`config.mk`:
```
export PLATFORM = sky130hd
export DESIGN_NAME = des_top
export DESIGN_NICKNAME = d
export VERILOG_FILES = /design/src/design/des_pkg.sv /design/src/design/des_feistel.sv /design/src/design/des_key_sched.sv /design/src/design/des_round_ctrl.sv /design/src/design/des_sbox.sv /design/src/design/des_top.sv
export SDC_FILE = /design/constraint.sdc
export NUM_CORES = 1
export LEC_CHECK = 0
export ABC_AREA = 1
export BUFFER_PORTS_ARGS = -buffer_cell sky130_fd_sc_hd__buf_4
export CORE_ASPECT_RATIO = 0.7
export CORE_MARGIN = 2
export CORE_UTILIZATION = 45
export CTS_CLUSTER_DIAMETER = 200
export DETAILED_ROUTE_END_ITERATION = 12
export MAX_ROUTING_LAYER = met4
export PLACE_DENSITY = 0.75
export SLEW_MARGIN = 10
export SYNTH_ARGS = -nofsm -noshare
export SYNTH_HDL_FRONTEND = slang
export SYNTH_SLANG_ARGS = --single-unit
```
`constraint.sdc`:
```
create_clock -name clk -period 5.4 [get_ports clk]
set_clock_uncertainty 0.2 [all_clocks]
set_input_delay 1.35 -clock clk [delete_from_list [all_inputs] [get_ports clk]]
set_output_delay 1.35 -clock clk [all_outputs]
set_load 0.05 [all_outputs]
```
`src/design/des_pkg.sv`:
```
// DES shared types, S-box contents, permutation tables and permutation helpers
package des_pkg;

	typedef logic [63:0] des_block_t;
	typedef logic [31:0] des_half_t;
	typedef logic [63:0] des_key_t;
	typedef logic [27:0] des_cd_t;
	typedef logic [47:0] des_subkey_t;
	typedef logic [3:0]  des_round_t;

	typedef enum logic {
		IDLE,
		ROUND
	} des_state_e;

	// Box by row, column 0 in the top nibble
	localparam logic [63:0] SBOX_TABLE [8][4] = '{
		'{64'hE4D12FB83A6C5907, 64'h0F74E2D1A6CB9538,
		  64'h41E8D62BFC973A50, 64'hFC8249175B3EA06D},
		'{64'hF18E6B34972DC05A, 64'h3D47F28EC01A69B5,
		  64'h0E7BA4D158C6932F, 64'hD8A13F42B67C05E9},
		'{64'hA09E63F51DC7B428, 64'hD709346A285ECBF1,
		  64'hD6498F30B12C5AE7, 64'h1AD069874FE3B52C},
		'{64'h7DE3069A1285BC4F, 64'hD8B56F03472C1AE9,
		  64'hA690CB7DF13E5284, 64'h3F06A1D8945BC72E},
		'{64'h2C417AB6853FD0E9, 64'hEB2C47D150FA3986,
		  64'h421BAD78F9C5630E, 64'hB8C71E2D6F09A453},
		'{64'hC1AF92680D34E75B, 64'hAF427C9561DE0B38,
		  64'h9EF528C3704A1DB6, 64'h432C95FABE17608D},
		'{64'h4B2EF08D3C975A61, 64'hD0B7491AE35C2F86,
		  64'h14BDC37EAF680592, 64'h6BD814A7950FE23C},
		'{64'hD2846FB1A93E50C7, 64'h1FD8A374C56B0E92,
		  64'h7B419CE206ADF358, 64'h21E74A8DFC90356B}
	};

	// Bit numbers count from 1 at the MSB, as in the standard
	localparam byte unsigned IP_TABLE [64] = '{
		58, 50, 42, 34, 26, 18, 10, 2, 60, 52, 44, 36, 28, 20, 12, 4,
		62, 54, 46, 38, 30, 22, 14, 6, 64, 56, 48, 40, 32, 24, 16, 8,
		57, 49, 41, 33, 25, 17,  9, 1, 59, 51, 43, 35, 27, 19, 11, 3,
		61, 53, 45, 37, 29, 21, 13, 5, 63, 55, 47, 39, 31, 23, 15, 7
	};

	localparam byte unsigned FP_TABLE [64] = '{
		40, 8, 48, 16, 56, 24, 64, 32, 39, 7, 47, 15, 55, 23, 63, 31,
		38, 6, 46, 14, 54, 22, 62, 30, 37, 5, 45, 13, 53, 21, 61, 29,
		36, 4, 44, 12, 52, 20, 60, 28, 35, 3, 43, 11, 51, 19, 59, 27,
		34, 2, 42, 10, 50, 18, 58, 26, 33, 1, 41,  9, 49, 17, 57, 25
	};

	localparam byte unsigned E_TABLE [48] = '{
		32,  1,  2,  3,  4,  5,  4,  5,  6,  7,  8,  9,
		 8,  9, 10, 11, 12, 13, 12, 13, 14, 15, 16, 17,
		16, 17, 18, 19, 20, 21, 20, 21, 22, 23, 24, 25,
		24, 25, 26, 27, 28, 29, 28, 29, 30, 31, 32,  1
	};

	localparam byte unsigned P_TABLE [32] = '{
		16,  7, 20, 21, 29, 12, 28, 17,  1, 15, 23, 26,  5, 18, 31, 10,
		 2,  8, 24, 14, 32, 27,  3,  9, 19, 13, 30,  6, 22, 11,  4, 25
	};

	// Parity bits 8, 16, ... 64 never appear here
	localparam byte unsigned PC1_TABLE [56] = '{
		57, 49, 41, 33, 25, 17,  9,  1, 58, 50, 42, 34, 26, 18,
		10,  2, 59, 51, 43, 35, 27, 19, 11,  3, 60, 52, 44, 36,
		63, 55, 47, 39, 31, 23, 15,  7, 62, 54, 46, 38, 30, 22,
		14,  6, 61, 53, 45, 37, 29, 21, 13,  5, 28, 20, 12,  4
	};

	localparam byte unsigned PC2_TABLE [48] = '{
		14, 17, 11, 24,  1,  5,  3, 28, 15,  6, 21, 10,
		23, 19, 12,  4, 26,  8, 16,  7, 27, 20, 13,  2,
		41, 52, 31, 37, 47, 55, 30, 40, 51, 45, 33, 48,
		44, 49, 39, 56, 34, 53, 46, 42, 50, 36, 29, 32
	};

	// Left rotation per round, 28 in total
	localparam logic [1:0] SHIFT_TABLE [16] = '{
		2'd1, 2'd1, 2'd2, 2'd2, 2'd2, 2'd2, 2'd2, 2'd2,
		2'd1, 2'd2, 2'd2, 2'd2, 2'd2, 2'd2, 2'd2, 2'd1
	};

	function automatic des_block_t des_ip(des_block_t blk);
		des_block_t res;
		for (int i = 0; i < 64; i++) begin
			res[63 - i] = blk[64 - IP_TABLE[i]];
		end
		return res;
	endfunction

	function automatic des_block_t des_fp(des_block_t blk);
		des_block_t res;
		for (int i = 0; i < 64; i++) begin
			res[63 - i] = blk[64 - FP_TABLE[i]];
		end
		return res;
	endfunction

	function automatic des_subkey_t des_expand(des_half_t half);
		des_subkey_t res;
		for (int i = 0; i < 48; i++) begin
			res[47 - i] = half[32 - E_TABLE[i]];
		end
		return res;
	endfunction

	function automatic des_half_t des_pperm(des_half_t half);
		des_half_t res;
		for (int i = 0; i < 32; i++) begin
			res[31 - i] = half[32 - P_TABLE[i]];
		end
		return res;
	endfunction

	// C in the upper 28 bits, D in the lower
	function automatic logic [55:0] des_pc1(des_key_t key);
		logic [55:0] res;
		for (int i = 0; i < 56; i++) begin
			res[55 - i] = key[64 - PC1_TABLE[i]];
		end
		return res;
	endfunction

	function automatic des_subkey_t des_pc2(des_cd_t c, des_cd_t d);
		logic [55:0] cd;
		des_subkey_t res;
		cd = {c, d};
		for (int i = 0; i < 48; i++) begin
			res[47 - i] = cd[56 - PC2_TABLE[i]];
		end
		return res;
	endfunction

endpackage

```
`src/design/des_feistel.sv`:
```
// DES round function: expansion, key mixing, substitution and P permutation
`timescale 1ns/1ps

module des_feistel
	import des_pkg::*;
(
	input  des_half_t   r_half,
	input  des_subkey_t subkey,
	output des_half_t   f_out
);

	des_subkey_t expanded;
	des_subkey_t mixed;
	des_half_t   sub_bits;

	// 32 to 48 bits, edge bits of each nibble duplicated
	assign expanded = des_expand(r_half);
	assign mixed    = expanded ^ subkey;

	// Box 1 takes the top six bits and fills the top nibble
	for (genvar i = 0; i < 8; i++) begin : g_sbox
		des_sbox #(
			.SBOX_INDEX(i)
		) u_sbox (
			.sub_in (mixed[47 - 6 * i -: 6]),
			.sub_out(sub_bits[31 - 4 * i -: 4])
		);
	end

	assign f_out = des_pperm(sub_bits);

endmodule

```
`src/design/des_key_sched.sv`:
```
// DES key schedule: PC-1 on load, per-round C/D rotation and PC-2 round key
`timescale 1ns/1ps

module des_key_sched
	import des_pkg::*;
(
	input  logic        clk,
	input  logic        rst,
	input  logic        load,
	input  des_key_t    key,
	input  logic        decrypt,
	input  logic        advance,
	output des_subkey_t subkey
);

	logic [55:0] pc1_bits;
	des_cd_t     c_half;
	des_cd_t     d_half;
	des_cd_t     c_init;
	des_cd_t     d_init;
	des_round_t  rnd;
	des_round_t  shift_idx;
	logic        dec;

	function automatic des_cd_t rot_left(des_cd_t x, logic [1:0] n);
		return (n == 2'd2) ? {x[25:0], x[27:26]} : {x[26:0], x[27]};
	endfunction

	function automatic des_cd_t rot_right(des_cd_t x, logic [1:0] n);
		return (n == 2'd2) ? {x[1:0], x[27:2]} : {x[0], x[27:1]};
	endfunction

	assign pc1_bits = des_pc1(key);
	assign c_init   = pc1_bits[55:28];
	assign d_init   = pc1_bits[27:0];

	// Decryption walks the shift list backwards from round 16
	assign shift_idx = dec ? (4'd15 - rnd) : (rnd + 4'd1);

	always_ff @(posedge clk) begin
		if (rst) begin
			rnd <= '0;
			dec <= 1'b0;
		end else if (load) begin
			rnd <= '0;
			dec <= decrypt;
		end else if (advance) begin
			rnd <= rnd + 4'd1;
		end
	end

	always_ff @(posedge clk) begin
		if (load) begin
			// K16 has 28 shifts in total, so decryption starts unrotated
			if (decrypt) begin
				c_half <= c_init;
				d_half <= d_init;
			end else begin
				c_half <= rot_left(c_init, SHIFT_TABLE[0]);
				d_half <= rot_left(d_init, SHIFT_TABLE[0]);
			end
		end else if (advance) begin
			if (dec) begin
				c_half <= rot_right(c_half, SHIFT_TABLE[shift_idx]);
				d_half <= rot_right(d_half, SHIFT_TABLE[shift_idx]);
			end else begin
				c_half <= rot_left(c_half, SHIFT_TABLE[shift_idx]);
				d_half <= rot_left(d_half, SHIFT_TABLE[shift_idx]);
			end
		end
	end

	assign subkey = des_pc2(c_half, d_half);

endmodule

```
`src/design/des_round_ctrl.sv`:
```
// DES round engine: IP, 16 Feistel rounds at one per clock, swap and FP
`timescale 1ns/1ps

module des_round_ctrl
	import des_pkg::*;
(
	input  logic       clk,
	input  logic       rst,
	input  logic       start,
	input  des_block_t block,
	input  des_key_t   key,
	input  logic       decrypt,
	output logic       done,
	output des_block_t result
);

	des_state_e  state;
	des_round_t  rnd;
	des_half_t   l_half;
	des_half_t   r_half;
	des_half_t   f_out;
	des_subkey_t subkey;
	des_block_t  ip_block;
	logic        load;
	logic        advance;
	logic        last_round;

	assign load       = start && (state == IDLE);
	assign advance    = (state == ROUND);
	assign last_round = advance && (rnd == 4'd15);
	assign ip_block   = des_ip(block);

	des_key_sched u_key_sched (
		.clk    (clk),
		.rst    (rst),
		.load   (load),
		.key    (key),
		.decrypt(decrypt),
		.advance(advance),
		.subkey (subkey)
	);

	des_feistel u_feistel (
		.r_half(r_half),
		.subkey(subkey),
		.f_out (f_out)
	);

	// Control
	always_ff @(posedge clk) begin
		if (rst) begin
			state <= IDLE;
			rnd   <= '0;
			done  <= 1'b0;
		end else begin
			done <= 1'b0;
			case (state)
				IDLE: begin
					if (start) begin
						state <= ROUND;
						rnd   <= '0;
					end
				end
				ROUND: begin
					rnd <= rnd + 4'd1;
					if (rnd == 4'd15) begin
						state <= IDLE;
						done  <= 1'b1;
					end
				end
				default: begin
					state <= IDLE;
				end
			endcase
		end
	end

	// Datapath
	always_ff @(posedge clk) begin
		if (load) begin
			l_half <= ip_block[63:32];
			r_half <= ip_block[31:0];
		end else if (advance) begin
			l_half <= r_half;
			r_half <= l_half ^ f_out;
		end
	end

	// Preoutput is R16 then L16, so the last round lands swapped
	always_ff @(posedge clk) begin
		if (last_round) begin
			result <= des_fp({l_half ^ f_out, r_half});
		end
	end

endmodule

```
`src/design/des_sbox.sv`:
```
// DES substitution box, 6-bit input to 4-bit output from the chosen table
`timescale 1ns/1ps

module des_sbox
	import des_pkg::*;
#(
	parameter int SBOX_INDEX = 0
)
(
	input  logic [5:0] sub_in,
	output logic [3:0] sub_out
);

	logic [1:0]  row;
	logic [3:0]  col;
	logic [63:0] row_bits;

	// Outer bits pick the row, inner four the column
	assign row = {sub_in[5], sub_in[0]};
	assign col = sub_in[4:1];

	always_comb begin : substitution
		row_bits = SBOX_TABLE[SBOX_INDEX][row];
		// Column 0 sits in the top nibble
		sub_out = row_bits[4 * (15 - col) +: 4];
	end

endmodule

```
`src/design/des_top.sv`:
```
// DES engine top: input slot with credit grants, output credits and output register
`timescale 1ns/1ps

module des_top
	import des_pkg::*;
#(
	parameter int OUT_CREDITS_MAX = 4
)
(
	input  logic       clk,
	input  logic       rst,
	input  logic       in_valid,
	input  des_block_t in_data,
	input  des_key_t   in_key,
	input  logic       in_decrypt,
	output logic       in_credit,
	input  logic       out_credit,
	output logic       out_valid,
	output des_block_t out_data
);

	localparam int CNT_W = $clog2(OUT_CREDITS_MAX + 1);

	logic             slot_full;
	des_block_t       slot_data;
	des_key_t         slot_key;
	logic             slot_dec;
	logic             granted;
	logic             busy;
	logic             engine_idle;
	logic             start;
	logic             done;
	des_block_t       result;
	logic [CNT_W-1:0] out_cnt;

	// Engine returns to IDLE on the same edge that raises done
	assign engine_idle = !busy || done;
	assign start       = slot_full && engine_idle && (out_cnt != '0);

	des_round_ctrl u_round_ctrl (
		.clk    (clk),
		.rst    (rst),
		.start  (start),
		.block  (slot_data),
		.key    (slot_key),
		.decrypt(slot_dec),
		.done   (done),
		.result (result)
	);

	always_ff @(posedge clk) begin
		if (rst) begin
			slot_full <= 1'b0;
			granted   <= 1'b0;
			in_credit <= 1'b0;
			busy      <= 1'b0;
		end else begin
			granted   <= 1'b1;
			// First grant after reset, then one per hand-off
			in_credit <= start || !granted;
			busy      <= start || (busy && !done);
			if (start) begin
				slot_full <= 1'b0;
			end
			if (in_valid) begin
				slot_full <= 1'b1;
			end
		end
	end

	always_ff @(posedge clk) begin
		if (in_valid) begin
			slot_data <= in_data;
			slot_key  <= in_key;
			slot_dec  <= in_decrypt;
		end
	end

	// Output credits, saturating at OUT_CREDITS_MAX
	always_ff @(posedge clk) begin
		if (rst) begin
			out_cnt <= '0;
		end else if (out_credit && !start) begin
			if (out_cnt != CNT_W'(OUT_CREDITS_MAX)) begin
				out_cnt <= out_cnt + 1'b1;
			end
		end else if (start && !out_credit) begin
			out_cnt <= out_cnt - 1'b1;
		end
	end

	always_ff @(posedge clk) begin
		if (rst) begin
			out_valid <= 1'b0;
		end else begin
			out_valid <= done;
		end
	end

	always_ff @(posedge clk) begin
		if (done) begin
			out_data <= result;
		end
	end

endmodule

```
==> key figures, run 1 <==
Setup path
  – Critical Path Start Type: register
  – Critical path fanouts, max: 6
  – CP Buf/Inv Count: 3
  – Slowest Stage Delay on Critical Path: 0.53 ns
  – CP max stage cell: edfxtp_1
  – Sequence of cells on the critical path: inv_1 > nand2_1 > nand2_1 > inv_1 > ha_1 > inv_1 > nand3_1 > nand3_1 > nand3_1 > nand3_1 > nand3_1 > nand2_1 > nand2_1 > nand2_1
  – Req. time, crit path: 5.52 ns
  – Largest delay contributor family on the critical path: simple AND/OR/NAND/NOR gates
  – CP Class: register to register
  – CP Data Arrival Time: 3.28 ns
  – CP endpoint kind: register

Yosys
  – Leading area contributor after synthesis: edfxtp_1
  – Post-synthesis simple-gate area fraction: between 20% and 30%
  – Syn avg cell area: roughly 8.5 um2
  – Post-synth net total: ~2700
  – Synth Area in Compound Gates: just under 6%
  – Count of cell types in the netlist: 35
  – Mux contribution to synthesized area: 0%
  – Largest family of logic cells by synthesized area: simple AND/OR/NAND/NOR gates
  – Mapped Cells: 2534
  – Ys Warns: 0
  – Mapped cell area: 21600 um2
  – Post-synth top area share: 51.3%
  – Synth area leaders: edfxtp_1 51%, nand2_1 17%, nand3_1 11%
  – Yosys reg bits: just under 400
  – Post-Synth Adder-Cell Area: 3.85%
  – Synth Area in XOR/XNOR: 1.65%
  – Sequential element share of the synthesized area: a little over half

Place
  – Detailed placement HPWL: 45200 um
  – Port bufs: 190
  – Post-place setup slack: 2.22 ns
  – GPL Wtd Cong: between 0.9 and 1

Timing
  – Slew HR: 24.0%
  – Final worst setup slack: 2.24 ns
  – Final setup violation count: 0
  – Final Hold Fails: 0
  – Final Hold Slack: ~0.21 ns
  – Setup TNS: 0 ns
  – Slew Viols, Final: 0
  – FMAX: about 0.32 GHz
  – RSZ-0062 raised after global routing: no
  – Worst slew pin tran: approximately 1.1 ns
  – Final period util: 58.6%
  – Fin crit period: about 3.2 ns

Clocking
  – Clock-pin slew on the worst setup and hold paths: 0.07 ns
  – Total CTS buffers: 39
  – Post-CTS sizing: 0
  – CTS Root Cell: clkbuf_16
  – CTS Sinks: 388
  – Clock latency at the later pin of the worst-skew pair: 0.58 ns
  – Setup Fix Bufs, Post-CTS: 0
  – H-tree levels: 2
  – CTS Hold Buffers Added: 0
  – CTS tree: done
  – CTS Buffer Depth: 3

Route
  – Met1 Wirelength: 29300 um
  – Detail Route Antenna Nets: 0
  – Vias post-DR: 18300
  – Vias per cell: 5.49
  – DRC viols: 0
  – Top sig layer: met4
  – WL/cell: ~18 um
  – WL met2: 24200 um
  – Initial DRC Count: 2122
  – DR pass1 iterations: 7
  – Met3 Wirelength: 6690 um
  – Detailed Route WL: a little over 60000 um

Die
  – Die Span Y: 187 um
  – IO Count: 199
  – Initial Util: a little under half
  – Core area: between 40000 and 50000 um2
  – Row count: 67
  – Die area: between 40000 and 50000 um2
  – DIE WIDTH: 266 um

GRT
  – GRT Util Overall: 25.4%
  – Largest net degree at the start of global routing: 114
  – Initial antenna violation count: 1
  – GRT overflow: 0
  – Vias in the first global route: between 15000 and 20000
  – First-pass GRT wire length: 95300 um

Power
  – VDD IR-drop max: 0.000273 V
  – Int Pwr: roughly 8 mW
  – Clk pwr share: 18.2%
  – Sequential power share: about 31%
  – Leak: 10.9 nW
  – PD cells: 614 nW/um2
  – Switching share of power: 46.4%
  – Psw: approximately 7.1 mW
  – Gate power share: 50.8%

Hold path
  – Hold Path Class: register to register

Flow run
  – Number of max-cap violations: 0

Run status
  – Status: finished, final reports clean

Final layout
  – Layout Nets: around 2900
  – Layout cell share with drive strength beyond 1: 11.1%
  – Area growth, synth to finish: 14.6%
  – Ant diodes: 0
## worst paths after layout
kind	start	endpoint	slack [ns]	depth (start not counted)
setup reg to reg	u_round_ctrl.r_half[19]	u_round_ctrl.r_half[16]	2.24	14
hold reg to reg	granted	in_credit	0.21	1
hold / removal	granted	in_credit	0.21	1
setup / recovery	u_round_ctrl.r_half[19]	u_round_ctrl.r_half[16]	2.24	14
## power by group through the flow
stage / clock, mW / combinational [mW] / sequential, mW
floorplan: 0 / 5.81 / 4.48
finish: 2.77 / 7.73 / 4.72
detailed placement: 0 / 7.57 / 4.76
global placement: 0 / 7.57 / 4.75
global route: 2.94 / 8.78 / 4.77
CTS: 2.82 / 7.61 / 4.70
## cell type report
cell class | instances | area, um2
clock buffer | 50 | 1060
clock inverter | 22 | 213
fill | 4363 | 22800
inverter | 236 | 888
multi-input combinational | 1814 | 8820
sequential | 388 | 11500
tap | 621 | 777
timing repair buffer | 208 | 1560
## per-stage QoR
| step | power (mW) | area [um2] | std cells | utilization [%] |
|---|---|---|---|---|
| 2_1_floorplan | 10.3 | 21600 | 2534 | - |
| 3_3_place_gp | 12.3 | 23500 | 3267 | 49.4 |
| 6_report | 15.2 | 24800 | 3339 | 52.0 |
| 5_1_grt | 16.5 | 24800 | 3339 | 52.0 |
| 3_5_place_dp | 12.3 | 23500 | 3267 | 49.4 |
| 4_1_cts | 15.1 | 24800 | 3339 | 52.0 |
## cells in the final DEF (no fill, tap or decap), types with 2 or more instances in the layout
| cell type | instances |
|---|---|
| a21oi_1 | 23 |
| and2_1 | 22 |
| buf_4 | 208 |
| bufinv_16 | 3 |
| clkbuf_1 | 9 |
| clkbuf_16 | 41 |
| clkinv_1 | 6 |
| clkinv_2 | 7 |
| clkinvlp_4 | 3 |
| dfxtp_1 | 18 |
| edfxtp_1 | 369 |
| ha_1 | 65 |
| inv_1 | 229 |
| inv_2 | 5 |
| inv_6 | 2 |
| nand2_1 | 958 |
| nand2_2 | 9 |
| nand3_1 | 470 |
| nand3_2 | 6 |
| nand3b_1 | 5 |
| nand4_1 | 2 |
| nor2_1 | 16 |
| nor3_1 | 3 |
| o211ai_1 | 55 |
| o21ai_0 | 142 |
| or2_2 | 2 |
| xnor2_1 | 16 |
| xnor2_2 | 5 |
| xor2_1 | 3 |
| xor2_2 | 5 |
## metal layers
metal	global-route usage (%)	vias up
met5	-	-
met4	6.46	0
met3	6.07	91
met2	33.3	907
met1	38.8	8509
li1	-	8814
## worst register-to-register path, cell delays in order (launching register included)
cell,delay [ns]
edfxtp_1,0.53
inv_1,0.19
nand2_1,0.07
nand2_1,0.18
inv_1,0.14
ha_1,0.38
inv_1,0.12
nand3_1,0.19
nand3_1,0.14
nand3_1,0.15
nand3_1,0.20
nand3_1,0.17
nand2_1,0.11
nand2_1,0.07
nand2_1,0.06
## state kept, by name (all words and copies together), names as in the netlist
name,cells
u_round_ctrl.u_key_sched.d_half,28
slot_key,56
out_data,64
in_credit,1
u_round_ctrl.u_key_sched.c_half,28
u_round_ctrl.done,1
u_round_ctrl.r_half,32
u_round_ctrl.l_half,32
slot_full,1
slot_data,64
slot_dec,1
u_round_ctrl.rnd,4
busy,1
out_cnt,3
out_valid,1
granted,1
u_round_ctrl.advance,1
u_round_ctrl.result,64
u_round_ctrl.u_key_sched.rnd,4
u_round_ctrl.u_key_sched.dec,1
## cell usage after synthesis (all sizes together)
library cell    n
edfxtp        369
clkinv          1
fa              1
a21o            1
o21ai         143
ha             65
nand2         967
a21oi          23
o31ai           1
nand3         476
dfxtp          19
o211ai         55
xnor2          22
inv           235
nor3            3
clkbuf         44
nor2           17
nand4           2
or2             2
buf            52
and2           22
nand3b          5
o22ai           1
xor2            8
## cell families after synthesis
kind of cell / Yosys count
simple gates: 1494
flops: 388
buf+inv: 332
compound gates: 224
fa+ha+maj: 66
xor+xnor: 30
Note: power is estimated with default switching activity, not from simulation.
==> run 2, diff against run 1 <==
==> constraint.sdc (replaced) <==
create_clock -name clk -period 2.9 [get_ports clk]
set_clock_uncertainty 0.2 [all_clocks]
set_input_delay 0.725 -clock clk [delete_from_list [all_inputs] [get_ports clk]]
set_output_delay 0.725 -clock clk [all_outputs]
set_load 0.05 [all_outputs]
==> run 2 against run 1 <==
Power is 91% higher. Fmax is 17% higher. Setup slack worse by 2.0 ns. Die area stayed put. Sequential cell count stayed put. Clock-buffer cell count is 3 higher. Cell count is 1.9% higher. Largest cell class unchanged.
==> key figures, run 2 (synthesis results as in run 1) <==
Run status
  – Status: finished, final reports clean

Clocking
  – CTS Hold Buffers Added: 0
  – Total CTS buffers: 40
  – H-tree levels: 2
  – CTS Root Cell: clkbuf_16
  – Clock latency at the later pin of the worst-skew pair: 0.58 ns
  – CTS tree: done
  – Clock-pin slew on the worst setup and hold paths: around 0.070 ns
  – CTS Sinks: 388
  – CTS Buffer Depth: 3

GRT
  – Vias in the first global route: approximately 17000
  – GRT overflow: 0
  – First-pass GRT wire length: 94900 um
  – GRT Util Overall: 25.3%
  – Initial antenna violation count: 0
  – Largest net degree at the start of global routing: 114

Route
  – WL/cell: 18.2 um
  – Vias per cell: 5.41
  – Vias post-DR: about 18000
  – Met1 Wirelength: 30100 um
  – Initial DRC Count: approximately 2100
  – WL met2: ~24000 um
  – Top sig layer: met4
  – Detailed Route WL: 61800 um
  – DRC viols: 0
  – Detail Route Antenna Nets: 0
  – DR pass1 iterations: 6
  – Met3 Wirelength: 6070 um

Final layout
  – Biggest regs: out_data: 64 flops, slot_data: 64 flops, u_round_ctrl.result: 64 flops
  – Ant diodes: 0
  – Layout Nets: roughly 3000
  – Final instance area: approximately 25000 um2
  – Most frequent cells in the layout: 957 x nand2_1, 469 x nand3_1, 369 x edfxtp_1
  – Non-Filler Instances: 3403
  – Commonest non-fill, non-tap cell in the layout: nand2_1
  – Layout cell share with drive strength beyond 1: around an eighth
  – Area growth, synth to finish: 17.3%

Power
  – Overall Power: 29.0 mW
  – PD cells: 1140 nW/um2
  – VDD IR-drop max: 0.000490 V
  – Leak: 11.2 nW

Die
  – Row count: 67
  – Die Span Y: around 190 um
  – IO Count: slightly below 200
  – Die area: 49800 um2
  – DIE WIDTH: between 200 and 300 um
  – Core area: 47600 um2
  – Initial Util: 45.4%

Setup path
  – CP max stage cell: edfxtp_1
  – Req. time, crit path: approximately 3 ns
  – CP Class: register to register
  – Most used cell, CP: nand2_1
  – Slowest Stage Delay on Critical Path: 0.50 ns
  – CP Buf/Inv Count: 2
  – CP Data Arrival Time: 2.80 ns
  – Sequence of cells on the critical path: inv_1 > nand2_1 > nand2_1 > ha_1 > inv_1 > nand2_1 > nand3_1 > nand3_1 > nand3_1 > nand2_1 > nand2_1 > nand3_1 > nand2_1
  – CP endpoint kind: register
  – Critical path fanouts, max: 5
  – Largest delay contributor family on the critical path: simple AND/OR/NAND/NOR gates
  – Critical Path Start Type: register

Hold path
  – Hold Path Class: primary input to register

Timing
  – Fin crit period: 2.69 ns
  – Final setup violation count: 0
  – RSZ-0062 raised after global routing: no
  – Worst slew pin tran: 0.971 ns
  – Final Hold Fails: 0
  – Final period util: 92.9%
  – Slew HR: 35.3%
  – FMAX: 0.371 GHz
  – Slew Viols, Final: 0

Place
  – GPL Wtd Cong: 0.933
  – Port bufs: 190
  – Detailed placement HPWL: 46000 um
  – Placed insts: 3326
  – Cell Area, Placed: 24100 um2

Flow run
  – Number of max-cap violations: 0
run 2: final timing paths:
check / start / slack (ns) / depth (start not counted) / to
worst max-delay path: u_round_ctrl.u_key_sched.d_half[26] / 0.21 / 13 / u_round_ctrl.r_half[28]
worst min-delay path: in_data[42] / 0.12 / 1 / slot_data[42]
worst max register to register: u_round_ctrl.u_key_sched.d_half[26] / 0.21 / 13 / u_round_ctrl.r_half[28]
worst min register to register: u_round_ctrl.result[42] / 0.21 / 0 / out_data[42]
run 2: per-stage QoR:
| step | utilization [%] | setup TNS [ns] | setup slack [ns] | hold WS [ns] |
|---|---|---|---|---|
| after global routing | 53.3 | 0 | 0.00720 | 0.109 |
| after floorplan | - | -56.74 | -0.473 | 0.189 |
| after global placement | 50.6 | 0 | 0.170 | 0.198 |
| final | 53.3 | 0 | 0.205 | 0.122 |
| after CTS | 53.2 | 0 | 0.180 | 0.102 |
| after detailed placement | 50.6 | 0 | 0.189 | 0.204 |
run 2: what timing repair did:
item / CTS / global route
gates resized for setup: 0 / 2
setup buffers: 0 / 5
setup endpoints to repair: 0 / 7
run 2: cell type report:
cell class	instances	area [um2]
multi-input cells	1814	8840
inverters	236	890
well taps	621	777
fillers	4282	22300
flip-flops and latches	388	11500
clock inverters	19	130
clock buffers	53	1100
repair buffers	272	2150
run 2: layer usage:
layer | vias to the layer above | track usage (%)
li1 | 8933 | -
met1 | 8496 | 40.0
met2 | 902 | 33.4
met3 | 81 | 4.25
met4 | 0 | 5.81
met5 | - | -
run 2: where the power goes:
part	switching (mW)	leakage [nW]	total, mW	internal, mW
registers	1.02	3.62	8.71	7.69
logic	10.0	6.96	15.4	5.32
clock network	2.18	0.598	4.94	2.77
==> run 3, diff against run 2 <==
--- a/config.mk
+++ b/config.mk
@@ -5,14 +5,12 @@
 export SDC_FILE = /design/constraint.sdc
 export NUM_CORES = 1
 export LEC_CHECK = 0
-export ABC_AREA = 1
 export BUFFER_PORTS_ARGS = -buffer_cell sky130_fd_sc_hd__buf_4
 export CORE_ASPECT_RATIO = 0.7
 export CORE_MARGIN = 2
 export CORE_UTILIZATION = 45
 export CTS_CLUSTER_DIAMETER = 200
 export DETAILED_ROUTE_END_ITERATION = 12
-export MAX_ROUTING_LAYER = met4
 export PLACE_DENSITY = 0.75
 export SLEW_MARGIN = 10
 export SYNTH_ARGS = -nofsm -noshare
==> run 3 against run 2 <==
The flow now finishes with violations (setup timing). Combinational power up 73%. Global-route usage decreased by 1.8 points. Clock-buffer cell count grew 1. Sequential power up 6.7%. Cell count decreased by 18%. Cell area grew 10%. Critical path depth decreased by 6. Clock power rose by 5.9%. Critical path type unchanged. Critical endpoint is now u_round_ctrl.r_half[23].
==> key figures, run 3 <==
Run status
  – Status: finished with violations
  – Failing checks: setup timing

Setup path
  – CP endpoint kind: register
  – Critical path fanouts, max: 5
  – Critical Path Start Type: register
  – Req. time, crit path: 2.99 ns
  – CP Class: register to register
  – CP Data Arrival Time: 3.15 ns

Yosys
  – Synth Area in Compound Gates: 10.2%
  – Top-count cell post-synth: edfxtp_1
  – Predominant post-synthesis flop cell: edfxtp_1
  – Mapped Cells: around 1700
  – Count of cell types in the netlist: 72
  – Ys Warns: 0
  – Largest family of logic cells by synthesized area: multiplexers
  – Post-synthesis simple-gate area fraction: approximately a tenth
  – Synth area leaders: edfxtp_1 52%, mux4_2 9.6%, mux2i_1 4.1%
  – Post-Synth Adder-Cell Area: under 10%
  – Yosys reg bits: around 390
  – Leading area contributor after synthesis: edfxtp_1
  – Synth Area in XOR/XNOR: 5.51%
  – Ys async rst share: 0%
  – Syn avg cell area: 12.4 um2
  – Sequential element share of the synthesized area: 53.6%
  – Post-synth EDFFs: 369
  – Synth cell count leaders: 369 x edfxtp_1, 206 x nand2_1, 139 x nor2_1, 92 x a21oi_1, 91 x mux4_2
  – Post-synth net total: 1918
  – Mapped cell area: 21400 um2
  – Post-synth top area share: approximately half
  – Mux contribution to synthesized area: 14.3%

Route
  – Detail Route Antenna Nets: 0
  – Vias post-DR: 16300
  – Detailed Route WL: a little under 60000 um
  – DR pass1 iterations: 5
  – Initial DRC Count: 1934
  – DRC viols: 0
  – Vias per cell: about 6
  – WL/cell: between 20 and 25 um

Timing
  – Slew Viols, Final: 0
  – Final worst setup slack: -0.160 ns
  – Final period util: 106%
  – Fin crit period: 3.06 ns
  – Worst slew pin tran: 0.998 ns
  – Slew HR: between 30 and 40%
  – Final setup violation count: 9
  – FMAX: 0.327 GHz
  – Final Hold Fails: 0
  – RSZ-0062 raised after global routing: yes

Place
  – GPL Wtd Cong: 0.958
  – Detailed placement HPWL: 42500 um
  – Port bufs: 190

Die
  – IO Count: 199
  – Die area: 49300 um2
  – Die Span Y: 186 um
  – Core area: ~47000 um2
  – Row count: 66
  – Initial Util: 45.8%
  – DIE WIDTH: 264 um

GRT
  – Initial antenna violation count: 0
  – First-pass GRT wire length: 90200 um
  – GRT Util Overall: 23.5%
  – Vias in the first global route: approximately 15000
  – GRT overflow: 0
  – Largest net degree at the start of global routing: ~120

Final layout
  – Commonest non-fill, non-tap cell in the layout: buf_4
  – Area growth, synth to finish: 30.5%
  – Layout cell share with drive strength beyond 1: 36.4%
  – Biggest regs: out_data: 64 flops, slot_data: 64 flops, u_round_ctrl.result: 64 flops
  – Layout Nets: 2333
  – Final core occ: 59.8%
  – Most frequent cells in the layout: 429 x buf_4, 369 x edfxtp_1, 203 x nand2_1

Clocking
  – CTS tree: done
  – CTS Buffer Depth: 3
  – H-tree levels: 2
  – CTS Sinks: 388
  – Total CTS buffers: 40
  – CTS Hold Buffers Added: 0
  – Clock-pin slew on the worst setup and hold paths: 0.06 ns
  – Clock latency at the later pin of the worst-skew pair: about 0.56 ns
  – CTS Root Cell: clkbuf_16

Power
  – Overall Power: 41.2 mW
  – PD cells: 1480 nW/um2
  – VDD IR-drop max: 0.000656 V
  – Leak: 10.6 nW

Flow run
  – Number of max-cap violations: 0

Hold path
  – Hold Path Class: primary input to register
==> run 3: power by group <==
| group | total [mW] | internal (mW) | leakage, nW | switching, mW |
|---|---|---|---|---|
| clock network | 5.23 | 3.02 | 0.643 | 2.21 |
| registers | 9.29 | 7.99 | 3.61 | 1.30 |
| logic | 26.7 | 13.1 | 6.35 | 13.6 |
==> run 3: final cells by class <==
cell class / instances / area (um2)
Fill cell: 3627 / 18800
Sequential cell: 388 / 11500
Multi-Input combinational cell: 1185 / 10400
Timing Repair Buffer: 462 / 3730
Clock buffer: 54 / 1130
Tap cell: 612 / 766
Inverter: 57 / 231
Clock inverter: 19 / 200
Antenna cell: 1 / 2.50
==> run 3: logic make-up (layout without fill, tap and decap cells) <==
group	count (synthesis)	after routing
muxes	191	191
adders and majority gates	66	66
buffers and inverters	146	592
and+or+nand+nor	485	485
AOI/OAI and AO/OA	317	317
other	0	1
xor gates and xnor gates	126	126
DFF	388	388
==> run 3: per-layer routing <==
layer / share of wire, % / up-vias / GRT usage (%) / wire, um
met2: 43 / 829 / 33.7 / 25600
met1: 44 / 7972 / 36.0 / 26400
met4: 2.3 / 0 / 5.31 / 1360
li1: - / 7390 / - / -
met5: 0 / - / 0 / 0
met3: 10 / 85 / 5.90 / 6220
==> run 3: through the flow <==
| step | hold WS, ns | instances | worst slack, ns | instance area (um2) | TNS (ns) |
|---|---|---|---|---|---|
| after detailed placement | 0.198 | 2674 | -0.120 | 25400 | -1.20 |
| after floorplan | 0.185 | 1719 | -0.0513 | 21600 | -0.0657 |
| final | 0.140 | 2778 | -0.160 | 27900 | -0.736 |
| after global placement | 0.199 | 2674 | -0.148 | 25400 | -0.780 |
| after CTS | 0.120 | 2752 | -0.122 | 27000 | -0.518 |
| after global routing | 0.121 | 2777 | -0.223 | 27900 | -1.84 |
==> run 3: path summary, 6_finish.rpt <==
check / start / slack (ns) / endpoint / cells past startpoint
setup / recovery: u_round_ctrl.r_half[27] / -0.16 / u_round_ctrl.r_half[23] / 7
hold / removal: in_data[39] / 0.14 / slot_data[39] / 1
setup reg to reg: u_round_ctrl.r_half[27] / -0.16 / u_round_ctrl.r_half[23] / 7
hold reg to reg: u_round_ctrl.result[3] / 0.20 / out_data[3] / 0
==> run 3: what timing repair did <==
action	CTS	global route
buffers inserted	6	26
gates cloned	0	0
pin swaps	19	54
gates resized for setup	29	153
setup endpoints to repair	24	48
==> run 3: critical path, cell delays in order, from the launching register on <==
cell,delay [ns]
edfxtp_1,0.54
xnor2_4,0.30
buf_6,0.14
clkinvlp_4,0.16
mux4_2,0.49
mux4_2,0.53
xnor2_2,0.16
mux2_4,0.26
